File: config.mk
export PLATFORM = sky130hd
export DESIGN_NAME = tcdm_burst_manager_flat
export DESIGN_NICKNAME = d
export VERILOG_FILES = /design/src/burst_cfg_pkg.sv /design/src/burst_types_pkg.sv /design/src/bank_req_if.sv /design/src/bank_resp_if.sv /design/src/burst_req_queue.sv /design/src/burst_req_expander.sv /design/src/burst_rsp_grouper.sv /design/src/tcdm_burst_manager.sv /design/src/flat_wrapper.sv
export SDC_FILE = /design/constraint.sdc
export NUM_CORES = 1
export LEC_CHECK = 0
export BUFFER_PORTS_ARGS = -buffer_cell sky130_fd_sc_hd__buf_2
export CORE_AREA = 2 2 702 704
export CTS_CLUSTER_SIZE = 20
export DETAILED_ROUTE_END_ITERATION = 10
export DIE_AREA = 0 0 704 706
export PLACE_DENSITY_LB_ADDON = 0.1
export SYNTH_ARGS = -nofsm -noshare
export SYNTH_HDL_FRONTEND = slang
export SYNTH_SLANG_ARGS = --single-unit
File: constraint.sdc
create_clock -name clk_i -period 8.2 [get_ports clk_i]
set_input_delay 0.82 -clock clk_i [delete_from_list [all_inputs] [get_ports clk_i]]
set_output_delay 0.82 -clock clk_i [all_outputs]
set_load 0.02 [all_outputs]
File: src/burst_cfg_pkg.sv
// Sizes are fixed for an 8-bank memory; QUEUE_DEPTH must stay a power of two for pointer wrap
package burst_cfg_pkg;

  // Banks and crossbar ports
  localparam int unsigned NUM_BANKS  = 8;
  localparam int unsigned BANK_IDX_W = 3;

  // Initiators
  localparam int unsigned NUM_INI = 4;
  localparam int unsigned INI_W   = 2;

  // Word address, bank index in the low bits and row above it
  localparam int unsigned ADDR_W = 16;
  localparam int unsigned DATA_W = 32;
  localparam int unsigned BE_W   = 4;
  localparam int unsigned BLEN_W = 4;

  // Response grouping
  localparam int unsigned RSP_GF     = 2;
  localparam int unsigned NUM_GROUPS = NUM_BANKS / RSP_GF;

  // Burst queue and bank storage
  localparam int unsigned QUEUE_DEPTH = 4;
  localparam int unsigned QUEUE_PTR_W = 2;
  localparam int unsigned BANK_ROWS   = 16;
  localparam int unsigned ROW_W       = 4;

endpackage

File: src/burst_types_pkg.sv
// Field widths follow burst_cfg_pkg; gdata holds RSP_GF-1 extra words, lowest bank first
package burst_types_pkg;

  // Burst attributes of one crossbar request
  typedef struct packed {
    logic                               isburst;
    logic [burst_cfg_pkg::BLEN_W-1:0]   blen;
  } burst_t;

  // Grouped response marker and the words of the other banks in the group
  typedef struct packed {
    logic                                                      gvalid;
    logic [burst_cfg_pkg::DATA_W*(burst_cfg_pkg::RSP_GF-1)-1:0] gdata;
  } gresp_t;

  // One queued burst, idx is the port it came in on
  typedef struct packed {
    logic [burst_cfg_pkg::INI_W-1:0]      ini_addr;
    logic [burst_cfg_pkg::ADDR_W-1:0]     tgt_addr;
    logic [burst_cfg_pkg::DATA_W-1:0]     wdata;
    logic                                 wen;
    logic [burst_cfg_pkg::BE_W-1:0]       ben;
    logic [burst_cfg_pkg::BLEN_W-1:0]     blen;
    logic [burst_cfg_pkg::BANK_IDX_W-1:0] idx;
  } breq_t;

  typedef enum logic {
    Idle,
    DoBurst
  } req_gen_e;

endpackage

File: src/bank_req_if.sv
// One request lane per bank; wen high means write, and writes never produce a response
`timescale 1ns/10ps

interface bank_req_if;

  logic [burst_cfg_pkg::NUM_BANKS-1:0][burst_cfg_pkg::INI_W-1:0]  ini_addr;
  logic [burst_cfg_pkg::NUM_BANKS-1:0][burst_cfg_pkg::ADDR_W-1:0] tgt_addr;
  logic [burst_cfg_pkg::NUM_BANKS-1:0][burst_cfg_pkg::DATA_W-1:0] wdata;
  logic [burst_cfg_pkg::NUM_BANKS-1:0]                            wen;
  logic [burst_cfg_pkg::NUM_BANKS-1:0][burst_cfg_pkg::BE_W-1:0]   ben;
  logic [burst_cfg_pkg::NUM_BANKS-1:0]                            valid;
  logic [burst_cfg_pkg::NUM_BANKS-1:0]                            ready;

  modport sender (
    output ini_addr, tgt_addr, wdata, wen, ben, valid,
    input  ready
  );

  modport receiver (
    input  ini_addr, tgt_addr, wdata, wen, ben, valid,
    output ready
  );

endinterface

File: src/bank_resp_if.sv
// One read response lane per bank, held by the sender until ready
`timescale 1ns/10ps

interface bank_resp_if;

  logic [burst_cfg_pkg::NUM_BANKS-1:0][burst_cfg_pkg::INI_W-1:0]  ini_addr;
  logic [burst_cfg_pkg::NUM_BANKS-1:0][burst_cfg_pkg::DATA_W-1:0] rdata;
  logic [burst_cfg_pkg::NUM_BANKS-1:0]                            valid;
  logic [burst_cfg_pkg::NUM_BANKS-1:0]                            ready;

  modport sender (
    output ini_addr, rdata, valid,
    input  ready
  );

  modport receiver (
    input  ini_addr, rdata, valid,
    output ready
  );

endinterface

File: src/burst_req_queue.sv
// Accepts at most one burst per cycle; head_o falls through from the arbiter while the queue is empty
`timescale 1ns/10ps

module burst_req_queue (
  input  logic                                              clk_i,
  input  logic                                              reset_i,
  bank_req_if.receiver                                      req_i,
  input  burst_types_pkg::burst_t [burst_cfg_pkg::NUM_BANKS-1:0] req_burst_i,
  output logic [burst_cfg_pkg::NUM_BANKS-1:0]               acc_o,
  output burst_types_pkg::breq_t                            head_o,
  output logic                                              head_valid_o,
  input  logic                                              pop_i
);

  logic [burst_cfg_pkg::BANK_IDX_W-1:0]  rr_q;
  logic [burst_cfg_pkg::BANK_IDX_W-1:0]  win_idx;
  logic [burst_cfg_pkg::BANK_IDX_W-1:0]  cand_idx;
  logic                                  win_valid;
  logic                                  push;
  logic                                  store;
  logic                                  drain;
  logic                                  empty;
  logic                                  full;
  burst_types_pkg::breq_t                push_entry;
  burst_types_pkg::breq_t                mem [burst_cfg_pkg::QUEUE_DEPTH];
  logic [burst_cfg_pkg::QUEUE_PTR_W-1:0] wr_ptr_q;
  logic [burst_cfg_pkg::QUEUE_PTR_W-1:0] rd_ptr_q;
  logic [burst_cfg_pkg::QUEUE_PTR_W:0]   count_q;

  // Round robin, scanned downward so the port closest to rr_q wins
  always_comb begin
    win_valid = 1'b0;
    win_idx   = rr_q;
    cand_idx  = rr_q;
    for (int k = burst_cfg_pkg::NUM_BANKS - 1; k >= 0; k--) begin
      cand_idx = rr_q + burst_cfg_pkg::BANK_IDX_W'(k);
      if (req_i.valid[cand_idx] && req_burst_i[cand_idx].isburst) begin
        win_valid = 1'b1;
        win_idx   = cand_idx;
      end
    end
  end

  assign empty = (count_q == 0);
  assign full  = (count_q == burst_cfg_pkg::QUEUE_DEPTH);
  assign push  = win_valid & ~full;
  // A push into an empty queue that is popped at once never gets stored
  assign store = push & ~(pop_i & empty);
  assign drain = pop_i & ~empty;

  always_comb begin
    acc_o          = '0;
    acc_o[win_idx] = push;
    push_entry.ini_addr = req_i.ini_addr[win_idx];
    push_entry.tgt_addr = req_i.tgt_addr[win_idx];
    push_entry.wdata    = req_i.wdata[win_idx];
    push_entry.wen      = req_i.wen[win_idx];
    push_entry.ben      = req_i.ben[win_idx];
    push_entry.blen     = req_burst_i[win_idx].blen;
    push_entry.idx      = win_idx;
  end

  assign head_o       = empty ? push_entry : mem[rd_ptr_q];
  assign head_valid_o = ~empty | push;

  always_ff @(posedge clk_i) begin
    if (reset_i) begin
      rr_q     <= '0;
      wr_ptr_q <= '0;
      rd_ptr_q <= '0;
      count_q  <= '0;
    end else begin
      // Priority moves just past the winner
      if (push) rr_q <= win_idx + 1'b1;
      if (store) wr_ptr_q <= wr_ptr_q + 1'b1;
      if (drain) rd_ptr_q <= rd_ptr_q + 1'b1;
      if (store && !drain) begin
        count_q <= count_q + 1'b1;
      end else if (drain && !store) begin
        count_q <= count_q - 1'b1;
      end
    end
  end

  always_ff @(posedge clk_i) begin
    if (store) mem[wr_ptr_q] <= push_entry;
  end

endmodule

File: src/burst_req_expander.sv
// Bursts past the last bank are cut off; ini_addr stays the same on every bank of a burst
`timescale 1ns/10ps

module burst_req_expander (
  input  logic                                              clk_i,
  input  logic                                              reset_i,
  bank_req_if.receiver                                      req_in,
  input  burst_types_pkg::burst_t [burst_cfg_pkg::NUM_BANKS-1:0] req_burst_i,
  input  logic [burst_cfg_pkg::NUM_BANKS-1:0]               acc_i,
  input  burst_types_pkg::breq_t                            head_i,
  input  logic                                              head_valid_i,
  output logic                                              pop_o,
  bank_req_if.sender                                        bank_req,
  input  logic [burst_cfg_pkg::NUM_BANKS-1:0]               resp_pending_i,
  output logic [burst_cfg_pkg::NUM_GROUPS-1:0]              group_mask_o
);

  burst_types_pkg::req_gen_e             state_q, state_d;
  burst_types_pkg::breq_t                breq_q, breq_d;
  logic [burst_cfg_pkg::NUM_BANKS-1:0]   lock_q, lock_d;
  logic [burst_cfg_pkg::NUM_BANKS-1:0]   new_lock;
  logic                                  issue;

  // blen ones starting at the source port
  always_comb begin
    for (int i = 0; i < burst_cfg_pkg::NUM_BANKS; i++) begin
      new_lock[i] = (i >= int'(head_i.idx)) && (i < int'(head_i.idx) + int'(head_i.blen));
    end
  end

  always_comb begin
    state_d = state_q;
    breq_d  = breq_q;
    lock_d  = lock_q;
    pop_o   = 1'b0;
    issue   = 1'b0;
    case (state_q)
      burst_types_pkg::Idle: begin
        if (head_valid_i) begin
          pop_o   = 1'b1;
          breq_d  = head_i;
          lock_d  = new_lock;
          state_d = burst_types_pkg::DoBurst;
        end
      end
      burst_types_pkg::DoBurst: begin
        // Fire all covered banks together, none may still hold a response
        if (&(bank_req.ready | ~lock_q) && !(|(resp_pending_i & lock_q))) begin
          issue   = 1'b1;
          lock_d  = '0;
          state_d = burst_types_pkg::Idle;
        end
      end
      default: state_d = burst_types_pkg::Idle;
    endcase
  end

  always_comb begin
    for (int i = 0; i < burst_cfg_pkg::NUM_BANKS; i++) begin
      bank_req.ini_addr[i] = req_in.ini_addr[i];
      bank_req.tgt_addr[i] = req_in.tgt_addr[i];
      bank_req.wdata[i]    = req_in.wdata[i];
      bank_req.wen[i]      = req_in.wen[i];
      bank_req.ben[i]      = req_in.ben[i];
      // Plain traffic only, and never into a bank held by the burst
      bank_req.valid[i]    = req_in.valid[i] & ~req_burst_i[i].isburst & ~lock_q[i];
      req_in.ready[i]      = req_burst_i[i].isburst ? acc_i[i]
                                                    : bank_req.ready[i] & ~lock_q[i];
      if (issue && lock_q[i]) begin
        bank_req.ini_addr[i] = breq_q.ini_addr;
        bank_req.tgt_addr[i] = breq_q.tgt_addr + burst_cfg_pkg::ADDR_W'(i)
                               - burst_cfg_pkg::ADDR_W'(breq_q.idx);
        bank_req.wdata[i]    = breq_q.wdata;
        bank_req.wen[i]      = breq_q.wen;
        bank_req.ben[i]      = breq_q.ben;
        bank_req.valid[i]    = 1'b1;
      end
    end
    // Only read bursts that cover a whole group get grouped
    for (int g = 0; g < burst_cfg_pkg::NUM_GROUPS; g++) begin
      group_mask_o[g] = issue & ~breq_q.wen
                        & (&lock_q[g*burst_cfg_pkg::RSP_GF +: burst_cfg_pkg::RSP_GF]);
    end
  end

  always_ff @(posedge clk_i) begin
    if (reset_i) begin
      state_q <= burst_types_pkg::Idle;
      lock_q  <= '0;
    end else begin
      state_q <= state_d;
      lock_q  <= lock_d;
    end
  end

  always_ff @(posedge clk_i) begin
    breq_q <= breq_d;
  end

endmodule

File: src/burst_rsp_grouper.sv
// Grouped responses use the first port of each group; the other ports of that group stay silent
`timescale 1ns/10ps

module burst_rsp_grouper (
  input  logic                                                    clk_i,
  input  logic                                                    reset_i,
  bank_resp_if.receiver                                           bank_resp,
  input  logic [burst_cfg_pkg::NUM_GROUPS-1:0]                    group_mask_i,
  output logic [burst_cfg_pkg::NUM_BANKS-1:0][burst_cfg_pkg::INI_W-1:0]  resp_ini_addr_o,
  output logic [burst_cfg_pkg::NUM_BANKS-1:0][burst_cfg_pkg::DATA_W-1:0] resp_rdata_o,
  output burst_types_pkg::gresp_t [burst_cfg_pkg::NUM_BANKS-1:0]  resp_burst_o,
  output logic [burst_cfg_pkg::NUM_BANKS-1:0]                     resp_valid_o,
  input  logic [burst_cfg_pkg::NUM_BANKS-1:0]                     resp_ready_i,
  output logic [burst_cfg_pkg::NUM_BANKS-1:0]                     resp_pending_o
);

  logic [burst_cfg_pkg::NUM_GROUPS-1:0] grp_q;
  logic [burst_cfg_pkg::NUM_GROUPS-1:0] all_valid;

  always_comb begin
    resp_ini_addr_o = bank_resp.ini_addr;
    resp_rdata_o    = bank_resp.rdata;
    resp_valid_o    = bank_resp.valid;
    resp_burst_o    = '0;
    bank_resp.ready = resp_ready_i;
    for (int g = 0; g < burst_cfg_pkg::NUM_GROUPS; g++) begin
      all_valid[g] = &bank_resp.valid[g*burst_cfg_pkg::RSP_GF +: burst_cfg_pkg::RSP_GF];
      if (grp_q[g]) begin
        resp_valid_o[g*burst_cfg_pkg::RSP_GF]        = all_valid[g];
        resp_burst_o[g*burst_cfg_pkg::RSP_GF].gvalid = 1'b1;
        for (int k = 0; k < burst_cfg_pkg::RSP_GF; k++) begin
          // Whole group leaves on the first port's ready
          bank_resp.ready[g*burst_cfg_pkg::RSP_GF+k] =
            resp_ready_i[g*burst_cfg_pkg::RSP_GF] & all_valid[g];
          if (k > 0) begin
            resp_burst_o[g*burst_cfg_pkg::RSP_GF].gdata[(k-1)*burst_cfg_pkg::DATA_W +:
              burst_cfg_pkg::DATA_W] = bank_resp.rdata[g*burst_cfg_pkg::RSP_GF+k];
            resp_ini_addr_o[g*burst_cfg_pkg::RSP_GF+k] = '0;
            resp_rdata_o[g*burst_cfg_pkg::RSP_GF+k]    = '0;
            resp_valid_o[g*burst_cfg_pkg::RSP_GF+k]    = 1'b0;
          end
        end
      end
    end
    resp_pending_o = bank_resp.valid & ~bank_resp.ready;
  end

  always_ff @(posedge clk_i) begin
    if (reset_i) begin
      grp_q <= '0;
    end else begin
      for (int g = 0; g < burst_cfg_pkg::NUM_GROUPS; g++) begin
        if (group_mask_i[g]) begin
          grp_q[g] <= 1'b1;
        end else if (resp_valid_o[g*burst_cfg_pkg::RSP_GF] &&
                     resp_ready_i[g*burst_cfg_pkg::RSP_GF]) begin
          grp_q[g] <= 1'b0;
        end
      end
    end
  end

endmodule

File: src/tcdm_burst_manager.sv
// Plain requests pass combinationally; bursts take at least two cycles through queue and generator
`timescale 1ns/10ps

module tcdm_burst_manager (
  input  logic                                                    clk_i,
  input  logic                                                    reset_i,
  input  logic [burst_cfg_pkg::NUM_BANKS-1:0][burst_cfg_pkg::INI_W-1:0]  req_ini_addr_i,
  input  logic [burst_cfg_pkg::NUM_BANKS-1:0][burst_cfg_pkg::ADDR_W-1:0] req_tgt_addr_i,
  input  logic [burst_cfg_pkg::NUM_BANKS-1:0][burst_cfg_pkg::DATA_W-1:0] req_wdata_i,
  input  logic [burst_cfg_pkg::NUM_BANKS-1:0]                     req_wen_i,
  input  logic [burst_cfg_pkg::NUM_BANKS-1:0][burst_cfg_pkg::BE_W-1:0]   req_ben_i,
  input  burst_types_pkg::burst_t [burst_cfg_pkg::NUM_BANKS-1:0]  req_burst_i,
  input  logic [burst_cfg_pkg::NUM_BANKS-1:0]                     req_valid_i,
  output logic [burst_cfg_pkg::NUM_BANKS-1:0]                     req_ready_o,
  output logic [burst_cfg_pkg::NUM_BANKS-1:0][burst_cfg_pkg::INI_W-1:0]  resp_ini_addr_o,
  output logic [burst_cfg_pkg::NUM_BANKS-1:0][burst_cfg_pkg::DATA_W-1:0] resp_rdata_o,
  output burst_types_pkg::gresp_t [burst_cfg_pkg::NUM_BANKS-1:0]  resp_burst_o,
  output logic [burst_cfg_pkg::NUM_BANKS-1:0]                     resp_valid_o,
  input  logic [burst_cfg_pkg::NUM_BANKS-1:0]                     resp_ready_i,
  bank_req_if.sender                                              bank_req,
  bank_resp_if.receiver                                           bank_resp
);

  logic [burst_cfg_pkg::NUM_BANKS-1:0]  acc;
  burst_types_pkg::breq_t               head;
  logic                                 head_valid;
  logic                                 pop;
  logic [burst_cfg_pkg::NUM_GROUPS-1:0] group_mask;
  logic [burst_cfg_pkg::NUM_BANKS-1:0]  resp_pending;

  // Crossbar side requests, ready comes back from the expander
  bank_req_if xbar_req ();

  assign xbar_req.ini_addr = req_ini_addr_i;
  assign xbar_req.tgt_addr = req_tgt_addr_i;
  assign xbar_req.wdata    = req_wdata_i;
  assign xbar_req.wen      = req_wen_i;
  assign xbar_req.ben      = req_ben_i;
  assign xbar_req.valid    = req_valid_i;
  assign req_ready_o       = xbar_req.ready;

  burst_req_queue u_queue (
    .clk_i        (clk_i),
    .reset_i      (reset_i),
    .req_i        (xbar_req.receiver),
    .req_burst_i  (req_burst_i),
    .acc_o        (acc),
    .head_o       (head),
    .head_valid_o (head_valid),
    .pop_i        (pop)
  );

  burst_req_expander u_expander (
    .clk_i          (clk_i),
    .reset_i        (reset_i),
    .req_in         (xbar_req.receiver),
    .req_burst_i    (req_burst_i),
    .acc_i          (acc),
    .head_i         (head),
    .head_valid_i   (head_valid),
    .pop_o          (pop),
    .bank_req       (bank_req),
    .resp_pending_i (resp_pending),
    .group_mask_o   (group_mask)
  );

  burst_rsp_grouper u_grouper (
    .clk_i           (clk_i),
    .reset_i         (reset_i),
    .bank_resp       (bank_resp),
    .group_mask_i    (group_mask),
    .resp_ini_addr_o (resp_ini_addr_o),
    .resp_rdata_o    (resp_rdata_o),
    .resp_burst_o    (resp_burst_o),
    .resp_valid_o    (resp_valid_o),
    .resp_ready_i    (resp_ready_i),
    .resp_pending_o  (resp_pending)
  );

endmodule

File: src/flat_wrapper.sv
// flat-port wrapper written by rule: the top's interface ports become plain ports
module tcdm_burst_manager_flat 
  (clk_i, reset_i, req_ini_addr_i, req_tgt_addr_i, req_wdata_i, req_wen_i, req_ben_i, req_burst_i, req_valid_i, req_ready_o, resp_ini_addr_o, resp_rdata_o, resp_burst_o, resp_valid_o, resp_ready_i, bank_req_ini_addr, bank_req_tgt_addr, bank_req_wdata, bank_req_wen, bank_req_ben, bank_req_valid, bank_req_ready, bank_resp_ini_addr, bank_resp_rdata, bank_resp_valid, bank_resp_ready);
  bank_req_if bank_req_i ();
  bank_resp_if bank_resp_i ();
  input  logic clk_i;
  input  logic reset_i;
  input  logic [burst_cfg_pkg::NUM_BANKS-1:0][burst_cfg_pkg::INI_W-1:0] req_ini_addr_i;
  input  logic [burst_cfg_pkg::NUM_BANKS-1:0][burst_cfg_pkg::ADDR_W-1:0] req_tgt_addr_i;
  input  logic [burst_cfg_pkg::NUM_BANKS-1:0][burst_cfg_pkg::DATA_W-1:0] req_wdata_i;
  input  logic [burst_cfg_pkg::NUM_BANKS-1:0] req_wen_i;
  input  logic [burst_cfg_pkg::NUM_BANKS-1:0][burst_cfg_pkg::BE_W-1:0] req_ben_i;
  input  burst_types_pkg::burst_t [burst_cfg_pkg::NUM_BANKS-1:0] req_burst_i;
  input  logic [burst_cfg_pkg::NUM_BANKS-1:0] req_valid_i;
  output logic [burst_cfg_pkg::NUM_BANKS-1:0] req_ready_o;
  output logic [burst_cfg_pkg::NUM_BANKS-1:0][burst_cfg_pkg::INI_W-1:0] resp_ini_addr_o;
  output logic [burst_cfg_pkg::NUM_BANKS-1:0][burst_cfg_pkg::DATA_W-1:0] resp_rdata_o;
  output burst_types_pkg::gresp_t [burst_cfg_pkg::NUM_BANKS-1:0] resp_burst_o;
  output logic [burst_cfg_pkg::NUM_BANKS-1:0] resp_valid_o;
  input  logic [burst_cfg_pkg::NUM_BANKS-1:0] resp_ready_i;
  output wire logic [$bits(bank_req_i.ini_addr)-1:0] bank_req_ini_addr;
  output wire logic [$bits(bank_req_i.tgt_addr)-1:0] bank_req_tgt_addr;
  output wire logic [$bits(bank_req_i.wdata)-1:0] bank_req_wdata;
  output wire logic [$bits(bank_req_i.wen)-1:0] bank_req_wen;
  output wire logic [$bits(bank_req_i.ben)-1:0] bank_req_ben;
  output wire logic [$bits(bank_req_i.valid)-1:0] bank_req_valid;
  input wire logic [$bits(bank_req_i.ready)-1:0] bank_req_ready;
  input wire logic [$bits(bank_resp_i.ini_addr)-1:0] bank_resp_ini_addr;
  input wire logic [$bits(bank_resp_i.rdata)-1:0] bank_resp_rdata;
  input wire logic [$bits(bank_resp_i.valid)-1:0] bank_resp_valid;
  output wire logic [$bits(bank_resp_i.ready)-1:0] bank_resp_ready;
  assign bank_req_ini_addr = bank_req_i.ini_addr;
  assign bank_req_tgt_addr = bank_req_i.tgt_addr;
  assign bank_req_wdata = bank_req_i.wdata;
  assign bank_req_wen = bank_req_i.wen;
  assign bank_req_ben = bank_req_i.ben;
  assign bank_req_valid = bank_req_i.valid;
  assign bank_req_i.ready = bank_req_ready;
  assign bank_resp_i.ini_addr = bank_resp_ini_addr;
  assign bank_resp_i.rdata = bank_resp_rdata;
  assign bank_resp_i.valid = bank_resp_valid;
  assign bank_resp_ready = bank_resp_i.ready;
  tcdm_burst_manager u_core (.clk_i(clk_i), .reset_i(reset_i), .req_ini_addr_i(req_ini_addr_i), .req_tgt_addr_i(req_tgt_addr_i), .req_wdata_i(req_wdata_i), .req_wen_i(req_wen_i), .req_ben_i(req_ben_i), .req_burst_i(req_burst_i), .req_valid_i(req_valid_i), .req_ready_o(req_ready_o), .resp_ini_addr_o(resp_ini_addr_o), .resp_rdata_o(resp_rdata_o), .resp_burst_o(resp_burst_o), .resp_valid_o(resp_valid_o), .resp_ready_i(resp_ready_i), .bank_req(bank_req_i), .bank_resp(bank_resp_i));
endmodule
Yosys cells after proc, flatten, opt, wreduce, memory -nomap -nowiden
Memory sizes are Yosys's and may differ from the RTL's. A register that Yosys moved wholly into a read port is not among the register bits.
Index checks and enable logic that the tools add are counted.
{ "op_classes": {"mux": 162, "magnitude_cmp": 25, "n_eq_ne": 3, "n_reduce_logical": 52, "n_bitwise": 65, "addsub": 28} }
{ "ops": {"columns": ["op", "n"], "rows": [
  ["two-way mux 32 bit", 13],
  ["two-way mux 16 bit", 9],
  ["binary-select mux 5 bit (select 3 bit)", 9],
  ["two-way mux 33 bit", 4],
  ["subtractor 16 x 3 -> 16 bit", 8],
  ["binary-select mux 32 bit (select 3 bit)", 1],
  ["< comparator 4 x 32 -> 1 bit (first input constant)", 3],
  ["adder 16 x 3 -> 16 bit (second input constant)", 4],
  ["< comparator 3 x 32 -> 1 bit (first input constant)", 2],
  ["two-way mux 62 bit", 1],
  ["two-way mux 1 bit", 57],
  ["binary-select mux 16 bit (select 3 bit)", 1],
  ["two-way mux 2 bit", 23],
  ["two-way mux 4 bit", 10],
  ["two-way mux 5 bit", 8],
  ["bitwise AND 1 bit", 37],
  ["< comparator 3 x 4 -> 1 bit (second input constant)", 9],
  ["adder 16 x 2 -> 16 bit (second input constant)", 2],
  ["< comparator 1 x 32 -> 1 bit (first input constant)", 1],
  ["< comparator 2 x 32 -> 1 bit (first input constant)", 1],
  ["logical AND 1 bit", 31],
  ["two-way mux 3 bit", 10],
  ["binary-select mux 1 bit (select 3 bit)", 9],
  ["bitwise AND 8 bit", 3],
  ["other kinds (30)", 79]
]} }
{ "totals": {"ramBits": 248, "mem_count": 1, "reg_bits": 81, "output_inout_bits": 1008, "word_cells": 352} }
{ "mem_list": {"columns": ["name", "depth", "word_bits", "rd", "rd_clocked_by_memory_dff", "wr", "line", "source"], "rows": [
  ["u_core.u_queue.mem", 4, 62, 1, 1, 1, "burst_req_queue.sv:25", "burst_types_pkg::breq_t mem [burst_cfg_pkg::QUEUE_DEPTH];"]
]} }

Logic depth before layout (Yosys ltp)
Gate-level depths: netlist of the first run.
{ "logic_depth": {"depth_word": 23, "mapped_depth": 25, "depth_no_buf": 22} }

Least setup slack after synthesis of the first run
Ideal clock, no wire load.
{ "synth_path": {"path_kind": "input port to flip-flop", "start": "input req_valid_i[3] in the netlist's numbering", "end": "register u_core.u_expander.lock_q[6] in the netlist's numbering", "required_ps": 8130, "t_arrival_ps": 5155, "stages": 21, "path_buffers": 2, "setup_time_ps": 70, "path_slack_ps": 2975, "cell_sequence": "and2_1 > mux4_2 > mux2_4 > or2_1 > a211oi_1 > nor3_2 > buf_6 > buf_2 > a211oi_1 > a31oi_1 > a21o_1 > mux2_2 > ha_1 > inv_1 > fa_1 > inv_1 > nand2_1 > o21ba_2 > o221a_2 > a211o_1 > a21oi_1"} }
{ "synth_lines": {"columns": ["item", "line", "source"], "rows": [
  ["from (decl)", "flat_wrapper.sv:14", "input logic [burst_cfg_pkg::NUM_BANKS-1:0] req_valid_i;"],
  ["to (signal assigned)", "burst_req_expander.sv:92", "lock_q <= lock_d;"],
  ["to (decl)", "burst_req_expander.sv:20", "logic [burst_cfg_pkg::NUM_BANKS-1:0] lock_q, lock_d;"]
]} }

==> results of run 1 <==
## worst max path at each step
stage	from	end	cells past startpoint
after floorplan	req_valid_i[3]	u_core.u_expander.lock_q[6]$_SDFFE_PP0P_	21
after global routing	u_core.u_queue.rr_q[0]$_SDFFE_PP0P_	u_core.u_expander.lock_q[6]$_SDFFE_PP0P_	18
after detailed placement	req_burst_i[34]	u_core.u_expander.lock_q[6]$_SDFFE_PP0P_	19
final	u_core.u_queue.rr_q[0]$_SDFFE_PP0P_	u_core.u_expander.lock_q[6]$_SDFFE_PP0P_	18
after global placement	req_burst_i[34]	u_core.u_expander.lock_q[6]$_SDFFE_PP0P_	19
after CTS	u_core.u_grouper.grp_q[1]$_SDFFE_PP0P_	bank_req_tgt_addr[8]	9
## synthesized netlist by cell type (all sizes together) (6+ instances only)
cell,number,area share
edfxtp,306,0.30
xor2,6,0.0017
clkbuf,137,0.017
a31oi,48,0.010
a311oi,45,0.013
nand3,30,0.0050
dfxtp,25,0.017
a221oi,6,0.0019
a21oi,175,0.029
and2,236,0.049
inv,81,0.010
o21ai,78,0.013
ha,53,0.022
nor2b,142,0.029
fa,11,0.0073
mux4,75,0.056
mux2i,62,0.021
o22ai,6,0.0015
nor3,14,0.0027
nor4,9,0.0019
a211oi,92,0.024
o21bai,14,0.0035
mux2,397,0.15
nand2,318,0.040
buf,353,0.081
xnor2,111,0.032
a21o,62,0.015
nand2b,13,0.0027
nor2,171,0.021
## report_power, final
part | switching (mW) | internal [mW] | total [mW]
sequential | 0.609 | 3.85 | 4.46
combinational | 11.7 | 5.20 | 16.9
clock | 0.937 | 1.33 | 2.27
total | 13.2 | 10.4 | 23.6
## per-stage QoR
stage	cell area, um^2	total power, mW	hold slack (ps)
final	45500	23.6	556
after global placement	43500	22.1	522
after CTS	45200	24.4	487
after global routing	45400	25.3	569
after floorplan	30700	14.3	476
after detailed placement	43500	22.0	538
## state kept, by name, indices dropped and copies added, names as in the netlist, named ones only
name,flops
u_core.u_expander.breq_q,58
u_core.u_expander.lock_q,8
u_core.u_expander.state_q,1
u_core.u_grouper.grp_q,4
u_core.u_queue.count_q,3
u_core.u_queue.mem,248
u_core.u_queue.rd_ptr_q,2
u_core.u_queue.rr_q,3
u_core.u_queue.wr_ptr_q,2
## cell families after synthesis
kind of cell | after synthesis
buf+inv | 573
flops | 331
fa+ha+maj | 64
mux | 534
other cells | 1
xor+xnor | 117
compound gates | 577
simple gates | 949
## area by class of cell
class | count | area share
clock inverters | 33 | 0.00817
multi-input cells | 2373 | 0.391
flip-flops and latches | 331 | 0.213
inverters | 83 | 0.00724
clock buffers | 58 | 0.0286
diodes | 102 | 0.00561
repair buffers | 1455 | 0.168
well taps | 6475 | 0.178
## critical path: cells and delay by family, from the launching register on
family	cells	cell delay [ps]
compound gates	11	4050
fa+ha+maj	1	210
buf+inv	3	1070
flops	1	660
simple gates	3	510
## layer usage
metal / up-vias / GRT usage / wire length [um]
met5: - / 0.000192 / 285
met4: 42 / 0.0602 / 18800
met3: 680 / 0.0500 / 30300
met2: 1793 / 0.277 / 201000
met1: 15429 / 0.142 / 129000
li1: 13282 / - / -
==> impl_metrics.json, run 1 <==
{
  "outcome": "finished, final reports clean",
  "synthXorXnorAreaFrac": 0.0340,
  "syn_avg_cell_area_um2": 9.59,
  "drc": 0,
  "core_um2": 489000,
  "clk_latency_ps": 660,
  "die_y_um": 706,
  "cts_resized": 0,
  "vias_per_cell": 2.86,
  "tightest_slew_ps": 1230,
  "cts_tree": "done",
  "period_share": 0.809,
  "finalNetCount": 5144,
  "multi_input_area_um2": 17800,
  "required_ps": 8790,
  "layout_commonest_cell": "buf_2",
  "max_freq_mhz": 151,
  "rsz0062_at_grt": "no",
  "most-common-layout-cells": "1,389 x buf_2, 396 x mux2_2, 318 x nand2_1",
  "finalCriticalPeriod_ps": 6630,
  "yosys_warnings": 0,
  "finalSetupViolCount": 0,
  "port_buffers": 1389,
  "die_w_um": 704,
  "cp-start-kind": "register",
  "h-tree-depth": 2,
  "holdBufCountCts": 0,
  "hold_path.class": "reg -> reg",
  "gp_congestion": 0.888,
  "gr-usage-all-layers": 0.146,
  "r2r_end": "u_core.u_expander.lock_q[6]$_SDFFE_PP0P_",
  "layout.cells.non_filler": 10910,
  "clk_path_buf_depth": 3,
  "hpwl_um": 327000,
  "worst_r2r_path_depth": 18,
  "final_util": 0.0930,
  "relSlewSlack": 0.159,
  "cts_setup_buffers": 0,
  "path_class": "reg -> reg",
  "crit_chain": "buf_4, o21ai_0, a2111oi_0, o21ai_0, a21o_1, a211o_4, clkinv_8, buf_4, o21ai_0, o21ai_0, nand2_1, nand2_1, ha_1, nor2b_1, o21ba_2, o221a_2, a211o_1, a21oi_1",
  "num_vias": 31226,
  "synth_fa_ha_area_frac": 0.0293,
  "antenna_found_initial": 264,
  "path_clk_slew_ps": 60,
  "syn_to_final_growth_pct": 50.7,
  "synth_edf_count": 306,
  "setup_slack_ps": 1570,
  "grt_overflow_total": 0,
  "grt_start_max_net_pins": 86,
  "holdCritStartpoint": "u_core.u_queue.rd_ptr_q[0]$_SDFFE_PP0P_",
  "syn_area_um2": 30200,
  "synth_top_family_by_area": "multiplexers",
  "max_stage_delay_ps": 1120,
  "drive_gt1_frac": 0.472,
  "cts-buffers-inserted": 50,
  "synth-seq-area-share": 0.321,
  "cp_slowest_cell": "a2111oi_0",
  "cts_sinks": 331,
  "final-seq-area_um2": 9700,
  "min_delay_path_depth": 2,
  "finalHoldViolCount": 0,
  "worst_clock_skew_ps": 37.1,
  "n_fill_cell": 57154,
  "synth_compound_area_frac": 0.126,
  "dominantRegCellSynth": "edfxtp_1",
  "cp_common_cell": "o21ai_0",
  "cp_data_arrival_time_ps": 7220,
  "grt_pass1_vias": 31064,
  "pin_count": 1794,
  "die_area_um2": 497000,
  "dpl.cell_count": 10717,
  "r2r_setup_slack_ps": 1570,
  "vdd_drop_max_mv": 0.399,
  "cap_violations": 0,
  "dr.pass1.iters": 5,
  "r2r-start": "u_core.u_queue.rr_q[0]$_SDFFE_PP0P_",
  "grt_pass1_wl_um": 452000,
  "leakage_nw": 17.2,
  "ys_types": 77,
  "fin_setup_tns_ps": 0,
  "num_rows": 257,
  "antenna_left": 0,
  "start_util": 0.0617,
  "muxShareOfSynthArea": 0.225,
  "worst_setup_path_end_kind": "register",
  "wl_um": 379000,
  "dp_slack_ps": 1420,
  "powerDensity_nw_per_um2": 519,
  "slew_violations": 0,
  "post_drt_wl_per_cell_um": 34.7,
  "synth_simple_gate_area_share": 0.155,
  "synthesis.instances": 3146,
  "ys_seq_elements": 331,
  "synthArstFlopShare": 0,
  "cts_root_buf": "clkbuf_16",
  "path_max_fanout": 40,
  "drtIter0Drc": 1777
}
(Power assumes the default switching activity.)
==> run 2, diff against run 1 <==
Clock period 8.2 ns to 6.1 ns, I/O delays scaled along.
==> impl_metrics.json, run 2 (same netlist as run 1, synthesis figures left out) <==
{
  "antenna_left": 0,
  "outcome": "finished, final reports clean",
  "syn_to_final_growth_pct": 53.5,
  "p_int_mw": 15.0,
  "path_max_fanout": 14,
  "drtIter0Drc": 1903,
  "switchingPower_mw": 18.4,
  "grt_overflow_total": 0,
  "clk_latency_ps": 680,
  "start_util": 0.0617,
  "core_um2": 489000,
  "multi_input_area_um2": 17800,
  "layout_commonest_cell": "buf_2",
  "path_class": "reg -> reg",
  "worst_clock_skew_ps": 33.4,
  "r2r_end": "u_core.u_expander.lock_q[6]$_SDFFE_PP0P_",
  "rsz0062_at_grt": "no",
  "cts_sinks": 331,
  "cts_setup_buffers": 0,
  "powerDensity_nw_per_um2": 720,
  "cts-buffers-inserted": 47,
  "worst_setup_path_end_kind": "register",
  "p_seq_frac": 0.180,
  "num_rows": 257,
  "most-common-layout-cells": "1,389 x buf_2, 396 x mux2_2, 318 x nand2_1",
  "max_freq_mhz": 176,
  "reg_top3": "u_core.u_queue.mem x248, u_core.u_expander.breq_q x58, u_core.u_expander.lock_q x8",
  "die_area_um2": 497000,
  "gr-usage-all-layers": 0.148,
  "tightest_slew_ps": 1220,
  "cts_tree": "done",
  "min_delay_path_depth": 4,
  "grt_start_max_net_pins": 86,
  "grt_pass1_vias": 31597,
  "num_vias": 31652,
  "cts_resized": 0,
  "leakage_nw": 17.8,
  "r2r_setup_slack_ps": 410,
  "drc": 0,
  "port_buffers": 1389,
  "finalNetCount": 5244,
  "hold_path.class": "in -> reg",
  "power_frac_comb": 0.730,
  "period_share": 0.933,
  "die_y_um": 706,
  "holdBufCountCts": 0,
  "finalHoldViolCount": 0,
  "clock_power_share": 0.090,
  "dr.pass1.iters": 5,
  "drive_gt1_frac": 0.484,
  "post_drt_wl_per_cell_um": 35.0,
  "grt_pass1_wl_um": 459000,
  "r2r-start": "u_core.u_queue.rr_q[0]$_SDFFE_PP0P_",
  "final-seq-area_um2": 9700,
  "antenna_found_initial": 278,
  "cp-start-kind": "register",
  "slew_violations": 0,
  "switching_share": 0.551,
  "clk_path_buf_depth": 3,
  "cap_violations": 0,
  "total_power_mw": 33.4,
  "h-tree-depth": 2,
  "wl_um": 384000,
  "required_ps": 6680,
  "finalCriticalPeriod_ps": 5690,
  "n_fill_cell": 57053,
  "vdd_drop_max_mv": 0.487,
  "largest_reg_flops": 248,
  "cts_root_buf": "clkbuf_16",
  "gp_congestion": 0.907,
  "holdCritStartpoint": "resp_ready_i[2]",
  "max_flop_register": "u_core.u_queue.mem",
  "cp_data_arrival_time_ps": 6280,
  "worst_r2r_path_depth": 21,
  "min_to": "u_core.u_grouper.grp_q[1]$_SDFFE_PP0P_",
  "vias_per_cell": 2.89,
  "relSlewSlack": 0.177,
  "path_clk_slew_ps": 60,
  "hpwl_um": 335000,
  "finalSetupViolCount": 0,
  "dp_slack_ps": 6.40,
  "pin_count": 1794,
  "setup_slack_ps": 408,
  "die_w_um": 704
}
-- run 2: changes by cell type in the layout (fill, tap and decap cells not counted), moves of 4 or more --
cell | before | now
clkinv_2 | 4 | 10
buf_4 | 51 | 132
clkinvlp_4 | 4 | 0
diode_2 | 102 | 63
clkbuf_16 | 51 | 47
buf_12 | 15 | 37
-- run 2: power groups by stage --
stage / Sequential [mW] / Clock, mW / Combinational (mW)
global route: 6.16 / 3.19 / 26.4
floorplan: 5.55 / 0 / 13.6
global placement: 6.13 / 0 / 25.4
CTS: 6.08 / 3.16 / 25.4
finish: 6.02 / 2.99 / 24.4
detailed placement: 6.12 / 0 / 25.2
-- run 2: stage by stage --
step / cell area, um^2 / hold WS [ps] / instances / util / setup TNS [ps]
3_5_place_dp: 44600 / 514 / 10820 / 0.0911 / 0
5_1_grt: 46200 / 391 / 10930 / 0.0945 / 0
6_report: 46300 / 389 / 10967 / 0.0947 / 0
3_3_place_gp: 44600 / 509 / 10820 / 0.0911 / -252
4_1_cts: 46200 / 317 / 10904 / 0.0944 / 0
2_1_floorplan: 30700 / 476 / 3277 / - / 0
-- run 2: final cells by class --
cell class,instances,share of cell area
timing repair buffer,1558,0.187
tap,6475,0.175
inverter,83,0.00711
clock buffer,52,0.0258
multi-input combinational,2373,0.384
clock inverter,32,0.00827
sequential,331,0.209
antenna,63,0.00340
-- run 2: worst max-delay path by stage --
stage | startpoint | endpoint | slack, ps | cells past startpoint
floorplan | u_core.u_queue.rr_q[0]$_SDFFE_PP0P_ | u_core.u_expander.lock_q[6]$_SDFFE_PP0P_ | 880 | 23
global placement | req_burst_i[34] | u_core.u_expander.lock_q[6]$_SDFFE_PP0P_ | -180 | 22
detailed placement | req_burst_i[34] | u_core.u_expander.breq_q[29]$_DFFE_PP_ | 6 | 16
CTS | u_core.u_queue.rr_q[0]$_SDFFE_PP0P_ | u_core.u_expander.breq_q[29]$_DFFE_PP_ | 160 | 16
global route | u_core.u_queue.rr_q[0]$_SDFFE_PP0P_ | u_core.u_expander.lock_q[6]$_SDFFE_PP0P_ | 40 | 21
finish | u_core.u_queue.rr_q[0]$_SDFFE_PP0P_ | u_core.u_expander.lock_q[6]$_SDFFE_PP0P_ | 410 | 21
-- run 2: metal layers --
| metal | up-vias | GRT usage | wire length [um] |
|---|---|---|---|
| li1 | 13432 | - | - |
| met1 | 15725 | 0.146 | 131000 |
| met2 | 1802 | 0.284 | 204000 |
| met3 | 657 | 0.0492 | 30400 |
| met4 | 36 | 0.0530 | 17700 |
| met5 | - | 0 | 224 |
-- run 2: worst max-delay path: stages, from the launching register on --
cell and delay, ps:
dfxtp_1 460, buf_4 280, o21ai_0 160, a2111oi_0 850
buf_4 240, o21ai_0 130, a21o_1 210, a211o_4 410
and2_1 190, a211oi_1 230, a31oi_1 70, a21o_1 280
mux2_2 290, ha_1 210, inv_1 80, fa_1 450
inv_1 100, nand2_1 70, o21ba_2 190, o221a_2 270
a211o_1 290, a21oi_1 130
